[src/isa_pkg.sv]
`default_nettype none

package isa_pkg;

   ////////////////////
   // Field widths
   ////////////////////

   localparam int INSTR_WIDTH    = 32;
   localparam int OPCODE_WIDTH   = 6;
   localparam int FUNCT_WIDTH    = 6;
   localparam int REG_ADDR_WIDTH = 5;
   localparam int SHAMT_WIDTH    = 5;

   typedef logic [OPCODE_WIDTH-1:0]   opcode_t;
   typedef logic [FUNCT_WIDTH-1:0]    funct_t;
   typedef logic [REG_ADDR_WIDTH-1:0] reg_addr_t;
   typedef logic [SHAMT_WIDTH-1:0]    shamt_t;

   // R-type layout; I and J types overlay the low 26 bits
   typedef struct packed {
      opcode_t   opcode;                         // Bits 31..26
      reg_addr_t rs;
      reg_addr_t rt;
      reg_addr_t rd;
      shamt_t    shamt;
      funct_t    funct;                          // Bits 5..0
   } instr_t;

   ////////////////////
   // Opcodes
   ////////////////////

   typedef enum opcode_t {
      OP_SPECIAL = 6'd0,                         // R-type decoded by funct
      OP_J       = 6'd2,
      OP_JAL     = 6'd3,
      OP_BEQ     = 6'd4,
      OP_BNE     = 6'd5,
      OP_ADDI    = 6'd8,
      OP_SLTI    = 6'd10,
      OP_ANDI    = 6'd12,
      OP_ORI     = 6'd13,
      OP_XORI    = 6'd14,
      OP_LUI     = 6'd15,
      OP_LB      = 6'd32,
      OP_LH      = 6'd33,
      OP_LW      = 6'd35,
      OP_LBU     = 6'd36,
      OP_LHU     = 6'd37,
      OP_LWU     = 6'd39,
      OP_SB      = 6'd40,
      OP_SH      = 6'd41,
      OP_SW      = 6'd43
   } opcode_e;

   // Function codes under OP_SPECIAL
   typedef enum funct_t {
      FN_SLL  = 6'd0,
      FN_SRL  = 6'd2,
      FN_SRA  = 6'd3,
      FN_SLLV = 6'd4,
      FN_SRLV = 6'd6,
      FN_SRAV = 6'd7,
      FN_JR   = 6'd8,
      FN_JALR = 6'd9,
      FN_ADDU = 6'd33,
      FN_SUBU = 6'd35,
      FN_AND  = 6'd36,
      FN_OR   = 6'd37,
      FN_XOR  = 6'd38,
      FN_NOR  = 6'd39,
      FN_SLT  = 6'd42
   } funct_e;

endpackage

`default_nettype wire

[src/control_pkg.sv]
`default_nettype none

package control_pkg;

   localparam int ALU_OP_WIDTH   = 2;
   localparam int ALU_CTRL_WIDTH = 4;

   ////////////////////
   // ALU operation class
   ////////////////////

   // Class 2'b11 is never produced by the main decoder
   typedef enum logic [ALU_OP_WIDTH-1:0] {
      ALU_OP_MEM   = 2'b00,                      // Address calc or LUI
      ALU_OP_JUMP  = 2'b01,                      // Branch or jump
      ALU_OP_ARITH = 2'b10
   } alu_op_e;

   ////////////////////
   // ALU control codes
   ////////////////////

   typedef enum logic [ALU_CTRL_WIDTH-1:0] {
      ALU_AND = 4'b0000,
      ALU_OR  = 4'b0001,
      ALU_ADD = 4'b0010,
      ALU_SUB = 4'b0110,
      ALU_SLT = 4'b0111,
      ALU_LUI = 4'b1000,                         // Immediate to upper half
      ALU_XOR = 4'b1001,
      ALU_NOR = 4'b1010,
      ALU_SLL = 4'b1011,
      ALU_SRL = 4'b1100,
      ALU_SRA = 4'b1101
   } alu_ctrl_e;

   // Main decoder output of 8 bits
   typedef struct packed {
      logic    reg_dst;                          // Write rd instead of rt
      logic    reg_write;
      logic    alu_src;                          // Second operand from imm/shamt
      alu_op_e alu_op;
      logic    mem_read;
      logic    mem_write;
      logic    mem_to_reg;
   } main_ctrl_t;

   // Decode stage register of 20 bits
   typedef struct packed {
      main_ctrl_t       ctrl;
      isa_pkg::opcode_t opcode;                  // Kept for the ALU control table
      isa_pkg::funct_t  funct;
   } decode_stage_t;

   // Top level control word of 12 bits
   typedef struct packed {
      main_ctrl_t ctrl;
      alu_ctrl_e  alu_ctrl;
   } ctrl_word_t;

endpackage

`default_nettype wire

[src/main_decoder.sv]
`timescale 1ns/1ns
`default_nettype none

module main_decoder
(
   input  wire logic                       i_clock,
   input  wire logic                       i_soft_reset,
   input  wire logic                       i_instr_valid,
   input  wire isa_pkg::instr_t            i_instruction,
   output logic                            o_instr_ready,
   input  wire logic                       i_ctrl_ready,
   output logic                            o_stage_valid,
   output control_pkg::decode_stage_t      o_stage
);

   control_pkg::main_ctrl_t dec_ctrl;
   logic                    accept;

   ////////////////////
   // Control table
   ////////////////////

   // Field order is reg_dst reg_write alu_src alu_op mem_read mem_write mem_to_reg
   always_comb
   begin
      dec_ctrl = '0;                                            // Unknown codes
      if (i_instruction.opcode == isa_pkg::OP_SPECIAL)
      begin
         case (i_instruction.funct)
            isa_pkg::FN_SLL, isa_pkg::FN_SRL, isa_pkg::FN_SRA:
            begin
               dec_ctrl = '{1'b1, 1'b1, 1'b1, control_pkg::ALU_OP_ARITH, 1'b0, 1'b0, 1'b0};
            end
            isa_pkg::FN_SLLV, isa_pkg::FN_SRLV, isa_pkg::FN_SRAV,
            isa_pkg::FN_ADDU, isa_pkg::FN_SUBU,
            isa_pkg::FN_AND, isa_pkg::FN_OR, isa_pkg::FN_XOR, isa_pkg::FN_NOR,
            isa_pkg::FN_SLT:
            begin
               dec_ctrl = '{1'b1, 1'b1, 1'b0, control_pkg::ALU_OP_ARITH, 1'b0, 1'b0, 1'b0};
            end
            isa_pkg::FN_JR:
            begin
               dec_ctrl = '{1'b0, 1'b0, 1'b0, control_pkg::ALU_OP_JUMP, 1'b0, 1'b0, 1'b0};
            end
            isa_pkg::FN_JALR:                                   // Link into rd
            begin
               dec_ctrl = '{1'b1, 1'b1, 1'b0, control_pkg::ALU_OP_JUMP, 1'b0, 1'b0, 1'b0};
            end
            default:
            begin
               dec_ctrl = '0;
            end
         endcase
      end
      else
      begin
         case (i_instruction.opcode)
            isa_pkg::OP_LB, isa_pkg::OP_LH, isa_pkg::OP_LW,
            isa_pkg::OP_LBU, isa_pkg::OP_LHU, isa_pkg::OP_LWU:
            begin
               dec_ctrl = '{1'b0, 1'b1, 1'b1, control_pkg::ALU_OP_MEM, 1'b1, 1'b0, 1'b1};
            end
            isa_pkg::OP_SB, isa_pkg::OP_SH, isa_pkg::OP_SW:
            begin
               dec_ctrl = '{1'b0, 1'b0, 1'b1, control_pkg::ALU_OP_MEM, 1'b0, 1'b1, 1'b0};
            end
            isa_pkg::OP_ADDI, isa_pkg::OP_ANDI, isa_pkg::OP_ORI,
            isa_pkg::OP_XORI, isa_pkg::OP_SLTI:
            begin
               dec_ctrl = '{1'b0, 1'b1, 1'b1, control_pkg::ALU_OP_ARITH, 1'b0, 1'b0, 1'b0};
            end
            isa_pkg::OP_LUI:                                    // Goes through MEM class
            begin
               dec_ctrl = '{1'b0, 1'b1, 1'b1, control_pkg::ALU_OP_MEM, 1'b0, 1'b0, 1'b0};
            end
            isa_pkg::OP_BEQ, isa_pkg::OP_BNE:
            begin
               dec_ctrl = '{1'b0, 1'b0, 1'b1, control_pkg::ALU_OP_JUMP, 1'b0, 1'b0, 1'b0};
            end
            isa_pkg::OP_J:
            begin
               dec_ctrl = '{1'b0, 1'b0, 1'b0, control_pkg::ALU_OP_JUMP, 1'b0, 1'b0, 1'b0};
            end
            isa_pkg::OP_JAL:                                    // Writes the link register
            begin
               dec_ctrl = '{1'b0, 1'b1, 1'b0, control_pkg::ALU_OP_JUMP, 1'b0, 1'b0, 1'b0};
            end
            default:
            begin
               dec_ctrl = '0;
            end
         endcase
      end
   end

   ////////////////////
   // Output register
   ////////////////////

   // Room when empty or when the consumer takes the current word
   assign o_instr_ready = ~o_stage_valid | i_ctrl_ready;
   assign accept        = i_instr_valid & o_instr_ready;

   always_ff @(posedge i_clock)
   begin
      if (!i_soft_reset)
      begin
         o_stage_valid <= 1'b0;
         o_stage       <= '0;
      end
      else
      begin
         if (accept)
         begin
            o_stage_valid <= 1'b1;
            o_stage       <= '{ctrl:   dec_ctrl,
                               opcode: i_instruction.opcode,
                               funct:  i_instruction.funct};
         end
         else if (i_ctrl_ready)
         begin
            o_stage_valid <= 1'b0;                              // Drained with nothing new
         end
      end
   end

endmodule

`default_nettype wire

[src/alu_control_decoder.sv]
`timescale 1ns/1ns
`default_nettype none

module alu_control_decoder
(
   input  wire control_pkg::decode_stage_t i_stage,
   output control_pkg::alu_ctrl_e          o_alu_ctrl
);

   always_comb
   begin
      case (i_stage.ctrl.alu_op)
         control_pkg::ALU_OP_MEM:
         begin
            if (i_stage.opcode == isa_pkg::OP_LUI)
            begin
               o_alu_ctrl = control_pkg::ALU_LUI;
            end
            else
            begin
               o_alu_ctrl = control_pkg::ALU_ADD;               // Base plus offset
            end
         end
         control_pkg::ALU_OP_JUMP:
         begin
            o_alu_ctrl = control_pkg::ALU_SUB;                  // Compare for branches
         end
         control_pkg::ALU_OP_ARITH:
         begin
            if (i_stage.opcode == isa_pkg::OP_SPECIAL)
            begin
               case (i_stage.funct)
                  isa_pkg::FN_SLL, isa_pkg::FN_SLLV: o_alu_ctrl = control_pkg::ALU_SLL;
                  isa_pkg::FN_SRL, isa_pkg::FN_SRLV: o_alu_ctrl = control_pkg::ALU_SRL;
                  isa_pkg::FN_SRA, isa_pkg::FN_SRAV: o_alu_ctrl = control_pkg::ALU_SRA;
                  isa_pkg::FN_ADDU:                  o_alu_ctrl = control_pkg::ALU_ADD;
                  isa_pkg::FN_SUBU:                  o_alu_ctrl = control_pkg::ALU_SUB;
                  isa_pkg::FN_AND:                   o_alu_ctrl = control_pkg::ALU_AND;
                  isa_pkg::FN_OR:                    o_alu_ctrl = control_pkg::ALU_OR;
                  isa_pkg::FN_XOR:                   o_alu_ctrl = control_pkg::ALU_XOR;
                  isa_pkg::FN_NOR:                   o_alu_ctrl = control_pkg::ALU_NOR;
                  isa_pkg::FN_SLT:                   o_alu_ctrl = control_pkg::ALU_SLT;
                  default:                           o_alu_ctrl = control_pkg::ALU_ADD;
               endcase
            end
            else
            begin
               // Immediate forms
               case (i_stage.opcode)
                  isa_pkg::OP_ADDI: o_alu_ctrl = control_pkg::ALU_ADD;
                  isa_pkg::OP_ANDI: o_alu_ctrl = control_pkg::ALU_AND;
                  isa_pkg::OP_ORI:  o_alu_ctrl = control_pkg::ALU_OR;
                  isa_pkg::OP_XORI: o_alu_ctrl = control_pkg::ALU_XOR;
                  isa_pkg::OP_SLTI: o_alu_ctrl = control_pkg::ALU_SLT;
                  default:          o_alu_ctrl = control_pkg::ALU_ADD;
               endcase
            end
         end
         default:
         begin
            o_alu_ctrl = control_pkg::ALU_SUB;                  // Unused class 11
         end
      endcase
   end

endmodule

`default_nettype wire

[src/mips_control_top.sv]
`timescale 1ns/1ns
`default_nettype none

module mips_control_top
(
   input  wire logic                  i_clock,
   input  wire logic                  i_soft_reset,
   input  wire logic                  i_instr_valid,
   input  wire isa_pkg::instr_t       i_instruction,
   output logic                       o_instr_ready,
   input  wire logic                  i_ctrl_ready,
   output logic                       o_ctrl_valid,
   output control_pkg::ctrl_word_t    o_ctrl
);

   control_pkg::decode_stage_t stage;
   control_pkg::alu_ctrl_e     alu_ctrl;

   main_decoder u_main_decoder
   (
      .i_clock       (i_clock),
      .i_soft_reset  (i_soft_reset),
      .i_instr_valid (i_instr_valid),
      .i_instruction (i_instruction),
      .o_instr_ready (o_instr_ready),
      .i_ctrl_ready  (i_ctrl_ready),
      .o_stage_valid (o_ctrl_valid),
      .o_stage       (stage)
   );

   // Combinational in the same cycle as the stage register
   alu_control_decoder u_alu_control_decoder
   (
      .i_stage    (stage),
      .o_alu_ctrl (alu_ctrl)
   );

   assign o_ctrl = '{ctrl: stage.ctrl, alu_ctrl: alu_ctrl};

endmodule

`default_nettype wire

[config.mk]
export PLATFORM = sky130hd
export DESIGN_NAME = mips_control_top
export DESIGN_NICKNAME = d
export VERILOG_FILES = /design/src/isa_pkg.sv /design/src/control_pkg.sv /design/src/main_decoder.sv /design/src/alu_control_decoder.sv /design/src/mips_control_top.sv
export SDC_FILE = /design/constraint.sdc
export NUM_CORES = 1
export LEC_CHECK = 0
export BUFFER_PORTS_ARGS = -buffer_cell sky130_fd_sc_hd__buf_4
export CAP_MARGIN = 20
export CELL_PAD_IN_SITES_DETAIL_PLACEMENT = 1
export CELL_PAD_IN_SITES_GLOBAL_PLACEMENT = 1
export CORE_AREA = 3 3 69 71
export DETAILED_ROUTE_END_ITERATION = 8
export DIE_AREA = 0 0 72 74
export HOLD_SLACK_MARGIN = 0.06
export PLACE_DENSITY = 0.87
export SYNTH_ARGS = -nofsm -noshare
export SYNTH_HDL_FRONTEND = slang
export SYNTH_SLANG_ARGS = --single-unit
export TNS_END_PERCENT = 50
[constraint.sdc]
create_clock -name i_clock -period 4.1 [get_ports i_clock]
set_input_delay 0.205 -clock i_clock [delete_from_list [all_inputs] [get_ports i_clock]]
set_output_delay 0.205 -clock i_clock [all_outputs]
set_load 0.1 [all_outputs]
## Word level (Yosys, flattened, before mapping)

Memories as Yosys holds them, arrays and structs flattened. A register that Yosys moved wholly into a read port is not among the register bits.
Index checks and enable logic that the tools add are counted.

| word-level totals | value |
|---|---|
| register bits | 21 |
| memory bits (read-only) | 1024 |
| bits of input ports | 36 |
| output and inout port bits | 14 |
| word-level logic and storage cells | 35 |
| memories kept | 3 |

| cells by class | value |
|---|---|
| eq/ne operators | 6 |
| muxes and demuxes | 9 |
| bitwise logic cells | 3 |
| reductions and logical operators | 4 |

Memories:

| memory | words | width | rd ports | clocked after Yosys merged registers in | wr ports | RTL line | RTL |
|---|---|---|---|---|---|---|---|
| (name not given) | 64 | 7 | 1 | 0 | 0 | main_decoder.sv:57 | `case (i_instruction.opcode)` |
| (name not given) | 64 | 5 | 1 | 0 | 0 | main_decoder.sv:29 | `case (i_instruction.funct)` |
| (name not given) | 64 | 4 | 1 | 1 | 0 | alu_control_decoder.sv:32 | `case (i_stage.funct)` |

Operators by type and width:

| kind | number |
|---|---|
| 6-bit by 4-bit equality test with 1-bit output, second input constant | 5 |
| 4-bit one-hot mux with 4 select lines | 1 |
| 6-bit logical NOT | 2 |
| 6-bit two-way mux | 2 |
| 4-bit two-way mux | 2 |
| 8-bit two-way mux | 1 |
| 4-bit one-hot mux with 2 select lines | 1 |
| 2-bit equality test, second input constant | 1 |
| 2-bit logical NOT | 1 |
| 1-bit two-way mux | 2 |
| 2-bit nonzero test | 1 |
| 1-bit bitwise AND | 1 |
| 1-bit NOT | 1 |
| 1-bit bitwise OR | 1 |

## Logic depth before layout (Yosys ltp)

Gate-level depths: netlist of the first run.

| depth | value |
|---|---|
| depth in word-level cells | 5 |
| gate-level depth with buffers | 9 |
| mapped depth without buffers | 9 |

## Cells and area by module

A second synthesis of the first run with hierarchy kept.

| unflattened totals | value |
|---|---|
| cells, all modules | 172 |
| area, all modules | 1325.0 sq um |

By module, submodules not included:

| module | instances | cells an instance | area each (sq um) |
|---|---|---|---|
| main_decoder | 1 | 127 | 1027.2 |
| alu_control_decoder | 1 | 45 | 297.8 |

## Least setup slack after synthesis of the first run

Ideal clock, no wire load.

| timing | value |
|---|---|
| path kind | register to output |
| from | register u_main_decoder.o_stage[10] (netlist bit) |
| to | output port o_ctrl[2] (netlist bit) |
| data arrival time | 3.669 ns |
| data required time | 3.895 ns |
| path slack | 0.226 ns |
| stages on the path, launching flop included | 4 |
| buffers on the path | 0 |
| cells stage by stage | dfxtp_1 nor2_1 nand2_1 o41ai_1 |

RTL lines:

| item | RTL line | RTL |
|---|---|---|
| from (decl) | main_decoder.sv:13 | `output control_pkg::decode_stage_t o_stage` |
| from (signal assigned) | main_decoder.sv:116 | `o_stage <= '{ctrl: dec_ctrl,` |
| to (decl) | mips_control_top.sv:13 | `output control_pkg::ctrl_word_t o_ctrl` |

==> results of run 1 <==
-- cell usage in the layout (no fill, tap or decap), drive strengths merged, types with 3 or more instances in the layout --
cell type   n
o21ai      12
a31oi       4
nand2      31
nor2       13
a21oi      25
nand2b      4
nand3       6
nor3        7
ha          4
inv        12
buf        29
clkbuf      3
a211oi      3
nor2b       4
or3         3
dfxtp      24
a211o       3
-- final cells by class --
class / instances / area [um2]
well taps: 52 / 65.1
clock inverters: 1 / 30.0
fillers: 550 / 2570
multi-input cells: 146 / 841
inverters: 12 / 45.0
clock buffers: 3 / 41.3
flip-flops and latches: 24 / 480
repair buffers: 29 / 218
-- critical path: stages (launching register included) --
cell and delay, ns:
dfxtp_1 0.32, nor2b_4 0.15, inv_2 0.10, nand2_1 0.38
nand2_1 0.27, a21oi_1 0.12, ha_1 0.25, or4_1 0.50
a211o_1 0.29
-- where the power goes --
| group | total, uW | switching [uW] | internal, uW |
|---|---|---|---|
| clock network | 211 | 80.2 | 131 |
| registers | 258 | 10.8 | 248 |
| logic | 148 | 102 | 46.8 |
-- routing by layer --
metal  global-route usage  wire length (um)  vias to the layer above
met1                0.209              1860                      706
met2                0.285              1970                       26
li1                     -                 -                      732
met3               0.0230               106                        8
met5                    0                 0                        -
met4               0.0480                55                        0
-- cell usage after synthesis --
master     count  area [um2]
nand2_1       31         116
a21oi_1       25         125
dfxtp_1       24         480
nor2_1        12        45.0
o21ai_0       11        55.1
inv_1         10        37.5
buf_4          8        60.1
nor3_1         7        35.0
nand3_1        6        30.0
a31oi_1        4        25.0
clkbuf_1       4        15.0
ha_1           4        50.1
nand2b_1       4        25.0
a211o_1        3        26.3
a211oi_1       3        22.5
nor2b_1        3        18.8
or3_1          3        18.8
and2_1         2        12.5
buf_2          2        10.0
inv_2          2        7.51
mux2i_1        2        20.0
nand4_1        2        12.5
nor3b_1        2        15.0
o22ai_1        2        12.5
o31ai_1        2        15.0
or4_1          2        15.0
a2111oi_0      1        8.76
a2111oi_1      1        10.0
a21o_1         1        7.51
a221oi_1       1        8.76
a311oi_1       1        8.76
a31o_2         1        8.76
mux2_2         1        11.3
nand4b_1       1        8.76
nor2_4         1        11.3
nor2b_4        1        13.8
nor4_1         1        6.26
nor4b_1        1        8.76
nor4bb_1       1        10.0
o21ai_1        1        5.00
o31a_1         1        8.76
o41ai_1        1        8.76
-- worst paths after layout --
check	to	slack [ns]	from	cells after the start
max	register	1.60	u_main_decoder.o_stage_valid$_SDFFE_PN0P_	8
min	u_main_decoder.o_stage[17]$_SDFFE_PN0P_	0.19	i_soft_reset	2
max reg2reg	register	1.60	u_main_decoder.o_stage_valid$_SDFFE_PN0P_	8
min reg2reg	u_main_decoder.o_stage[13]$_SDFFE_PN0P_	0.46	u_main_decoder.o_stage[13]$_SDFFE_PN0P_	2
-- cell families (layout without fill, tap and decap cells) --
family / Yosys count / count (layout) / synth area share
multiplexers: 3 / 3 / 0.0216
flip-flops: 24 / 24 / 0.331
buffers and inverters: 26 / 45 / 0.0897
adder cells (fa/ha/maj): 4 / 4 / 0.0345
AO/OA/AOI/OAI: 59 / 59 / 0.246
AND/OR/NAND/NOR: 80 / 80 / 0.278
-- metrics by stage --
stage	std cells	cell area, um2	hold slack, ns	util
4_1_cts	267	1720	0.191	0.401
3_5_place_dp	263	1650	0.453	0.384
3_3_place_gp	263	1650	0.445	0.384
6_report	267	1720	0.194	0.401
2_1_floorplan	196	1450	0.327	-
5_1_grt	267	1720	0.188	0.401
==> impl_metrics.env, run 1 <==
export IMPL_die_h_um=74
export IMPL_startpoint_type="register"
export IMPL_drive_gt1_frac=0.181
export IMPL_initial_core_util=0.338
export IMPL_leakage_uw=0.000691
export IMPL_grt_ovfl_total=0
export IMPL_synth_nets=236
export IMPL_fmaxAchievable_ghz=0.401
export IMPL_cts_resized_gates=0
export IMPL_wire_per_inst_um=14.9
export IMPL_cts_tree="yes"
export IMPL_num_nets_final=256
export IMPL_vias=1472
export IMPL_firstDrtPassIters=4
export IMPL_fin_crit_ns=2.50
export IMPL_grt_pass1_wl_um=6900
export IMPL_path_class="reg -> reg"
export IMPL_critPathArrivalTime_ns=2.66
export IMPL_clock_sinks=24
export IMPL_endpoint_kind="register"
export IMPL_drv_slew=0
export IMPL_cp_max_fo=18
export IMPL_ys_types=42
export IMPL_num_io_pins=50
export IMPL_tightest_slew_ns=0.709
export IMPL_grt_antenna_before_repair=0
export IMPL_cts_buffers=3
export IMPL_synth_seq_cells=24
export IMPL_postCtsHoldBufs=0
export IMPL_slew_headroom=0.527
export IMPL_portBuffers=29
export IMPL_dpl_worst_slack_ns=1.60
export IMPL_die_width_um=72
export IMPL_rsz0062_at_grt="no"
export IMPL_path_clk_slew_ns=0.09
export IMPL_setup_tns_ns=0
export IMPL_die_area_mm2=0.00533
export IMPL_grt_use_total=0.163
export IMPL_syn_to_final_growth_pct=18.5
export IMPL_core_area_mm2=0.00429
export IMPL_totalPowerFinal_uw=618
export IMPL_std_cell_rows=24
export IMPL_grt_start_max_net_pins=24
export IMPL_finalHoldViolCount=0
export IMPL_fin_skew_ns=0.00624
export IMPL_cp_required_ns=4.26
export IMPL_clk_path_buf_depth=2
export IMPL_min_path_type="in -> reg"
export IMPL_gp_congestion=0.804
export IMPL_max_vdd_ir_drop_uv=121
export IMPL_syn_avg_cell_area_um2=7.41
export IMPL_power_density_mw_per_mm2=359
export IMPL_drtAntennaViolNets=0
export IMPL_finalSetupViolations=0
export IMPL_htreeDepth=1
export IMPL_avgViaCountPerCell=5.51
export IMPL_drv_cap=0
export IMPL_setup_slack_ns=1.60
export IMPL_clk_latency_ns=0.27
export IMPL_cts_root_buf="clkbuf_8"
export IMPL_routed_wl_um=3990
export IMPL_synth_area_mm2=0.00145
export IMPL_post_cts_buffers=0
export IMPL_drt_iter0_drc=70
export IMPL_outcome="finished, final reports clean"
export IMPL_drc=0
export IMPL_yosysSeqAreaShare=0.331
export IMPL_yosys_warnings=0
export IMPL_dp_hpwl_um=3080
export IMPL_antennaDiodeCount=0
export IMPL_grt_pass1_vias=1498
export IMPL_syn_inst=196
export IMPL_post_route_period_util=0.609
(Power assumes the default switching activity.)
==> inputs of run 2 (changes only) <==
--- a/config.mk
+++ b/config.mk
@@ -9,11 +9,11 @@
 export CAP_MARGIN = 20
 export CELL_PAD_IN_SITES_DETAIL_PLACEMENT = 1
 export CELL_PAD_IN_SITES_GLOBAL_PLACEMENT = 1
-export CORE_AREA = 3 3 69 71
+export CORE_AREA = 3 3 73 75
 export DETAILED_ROUTE_END_ITERATION = 8
-export DIE_AREA = 0 0 72 74
+export DIE_AREA = 0 0 76 78
 export HOLD_SLACK_MARGIN = 0.06
-export PLACE_DENSITY = 0.87
+export PLACE_DENSITY = 0.83
 export SYNTH_ARGS = -nofsm -noshare
 export SYNTH_HDL_FRONTEND = slang
 export SYNTH_SLANG_ARGS = --single-unit
==> constraint.sdc (replaced) <==
create_clock -name i_clock -period 2.1 [get_ports i_clock]
set_input_delay 0.105 -clock i_clock [delete_from_list [all_inputs] [get_ports i_clock]]
set_output_delay 0.105 -clock i_clock [all_outputs]
set_load 0.1 [all_outputs]
==> run 2 against run 1 <==
Net effect:
- sequential share of layout area is 2.0 points lower
- critical path depth shrank 3
- clock power increased by 50%
- non-clock buffer count grew 4
- cell area up 8.7%
- flip-flop and latch count is the same
- count of clock-buffer cells in the layout rose by 1
- worst setup slack lost 1.5 ns
- wire length rose by 0.35%
- register-to-register slack lost 1.5 ns
==> impl_metrics.env, run 2 (synthesis results as in run 1) <==
export IMPL_grt_start_max_net_pins=18
export IMPL_initial_core_util=0.307
export IMPL_vias=1464
export IMPL_max_vdd_ir_drop_uv=242
export IMPL_drc=0
export IMPL_num_nets_final=260
export IMPL_fmaxAchievable_ghz=0.502
export IMPL_core_area_mm2=0.00472
export IMPL_worstReg2RegStart="u_main_decoder.o_stage_valid$_SDFFE_PN0P_"
export IMPL_min_path_cells=2
export IMPL_wl_met2_um=1960
export IMPL_met1_length_um=1900
export IMPL_whs_endpoint="u_main_decoder.o_stage[17]$_SDFFE_PN0P_"
export IMPL_num_io_pins=50
export IMPL_path_clk_slew_ns=0.09
export IMPL_die_area_mm2=0.00593
export IMPL_slew_headroom=0.705
export IMPL_highest_layer="met4"
export IMPL_cts_tree="yes"
export IMPL_die_width_um=76
export IMPL_routed_wl_um=4000
export IMPL_gp_congestion=0.855
export IMPL_post_route_period_util=0.949
export IMPL_cts_buffers=3
export IMPL_hp_start="i_soft_reset"
export IMPL_wl_met3_um=96
export IMPL_reg2reg_slack_ns=0.12
export IMPL_fin_cells=286
export IMPL_cp_max_fo=7
export IMPL_die_h_um=78
export IMPL_clock_sinks=24
export IMPL_antennaDiodeCount=0
export IMPL_fin_crit_ns=1.99
export IMPL_setup_tns_ns=0
export IMPL_leakage_uw=0.000727
export IMPL_drtAntennaViolNets=0
export IMPL_cp_required_ns=2.00
export IMPL_critPathArrivalTime_ns=1.89
export IMPL_finalSetupViolations=0
export IMPL_postCtsHoldBufs=0
export IMPL_path_class="reg -> out"
export IMPL_dp_cells=282
export IMPL_drt_iter0_drc=49
export IMPL_startpoint_type="register"
export IMPL_endpoint_kind="output port"
export IMPL_grt_ovfl_total=0
export IMPL_reg2reg_depth=7
export IMPL_drive_gt1_frac=0.256
export IMPL_clk_latency_ns=0.26
export IMPL_place_area_mm2=0.00178
export IMPL_outcome="finished, final reports clean"
export IMPL_avgViaCountPerCell=5.12
export IMPL_final_cell_area_mm2=0.00187
export IMPL_finalHoldViolCount=0
export IMPL_rsz0062_at_grt="no"
export IMPL_tightest_slew_ns=0.442
export IMPL_firstDrtPassIters=4
export IMPL_wire_per_inst_um=14.0
export IMPL_grt_use_total=0.145
export IMPL_grt_antenna_before_repair=0
export IMPL_drv_cap=0
export IMPL_power_density_mw_per_mm2=613
export IMPL_syn_to_final_growth_pct=28.8
export IMPL_grt_pass1_vias=1482
export IMPL_std_cell_rows=25
export IMPL_fin_skew_ns=0.00162
export IMPL_htreeDepth=1
export IMPL_final_cell_mix="32 x buf_4, 30 x nand2_1, 23 x a21oi_1"
export IMPL_portBuffers=29
export IMPL_cts_root_buf="clkbuf_8"
export IMPL_post_route_util=0.396
export IMPL_drv_slew=0
export IMPL_dp_hpwl_um=3040
export IMPL_min_path_type="in -> reg"
export IMPL_layout_commonest_cell="buf_4"
export IMPL_clk_path_buf_depth=2
export IMPL_grt_pass1_wl_um=7090
[run 2: worst max-delay path by stage]
stage / startpoint / to / slack [ns] / cells after the start
6_report: u_main_decoder.o_stage[8]$_SDFFE_PN0P_ / o_ctrl[3] / 0.11 / 5
4_1_cts: u_main_decoder.o_stage[8]$_SDFFE_PN0P_ / o_ctrl[3] / 0.007 / 5
2_1_floorplan: u_main_decoder.o_stage[10]$_SDFFE_PN0P_ / o_ctrl[2] / -0.37 / 3
3_5_place_dp: u_main_decoder.o_stage_valid$_SDFFE_PN0P_ / register / 0.06 / 6
5_1_grt: u_main_decoder.o_stage_valid$_SDFFE_PN0P_ / register / 0.004 / 7
3_3_place_gp: u_main_decoder.o_stage_valid$_SDFFE_PN0P_ / register / 0.08 / 6
[run 2: metal layers]
metal / vias to the layer above / global-route usage
li1: 745 / -
met1: 700 / 0.190
met2: 17 / 0.247
met3: 2 / 0.0220
met4: 0 / 0.0435
met5: - / 0
[run 2: worst max-delay path, cell delays in order (launching register included)]
cell and delay (ns):
dfxtp_2 0.37, or3_4 0.39, nor4_4 0.18, nand2_1 0.14, a311oi_4 0.32, buf_12 0.22
[run 2: repair_timing]
| action | 4_1_cts | 5_1_grt |
|---|---|---|
| endpoints found under the setup margin | 1 | 3 |
| resized for setup | 4 | 4 |
| setup buffers | 0 | 0 |
| pin swaps | 0 | 0 |
[run 2: final cells by class]
| class | count | area [um2] |
|---|---|---|
| well taps | 67 | 83.8 |
| inverters | 12 | 52.6 |
| multi-input cells | 146 | 932 |
| clock buffers | 4 | 55.1 |
| flip-flops and latches | 24 | 485 |
| fillers | 595 | 2850 |
| repair buffers | 33 | 260 |
[run 2: per-stage QoR]
step / power, uW / hold WS [ns] / setup WS (ns)
2_1_floorplan: 735 / 0.227 / -0.372
3_3_place_gp: 821 / 0.380 / 0.0799
6_report: 1150 / 0.106 / 0.107
4_1_cts: 1150 / 0.109 / 0.00712
5_1_grt: 1200 / 0.125 / 0.00372
3_5_place_dp: 829 / 0.384 / 0.0606
[run 2: power breakdown]
part           leakage [uW]  internal [uW]  total (uW)  switching [uW]
clock             0.0000288            167         317             150
sequential         0.000198            483         506            23.0
combinational      0.000500            111         322             211
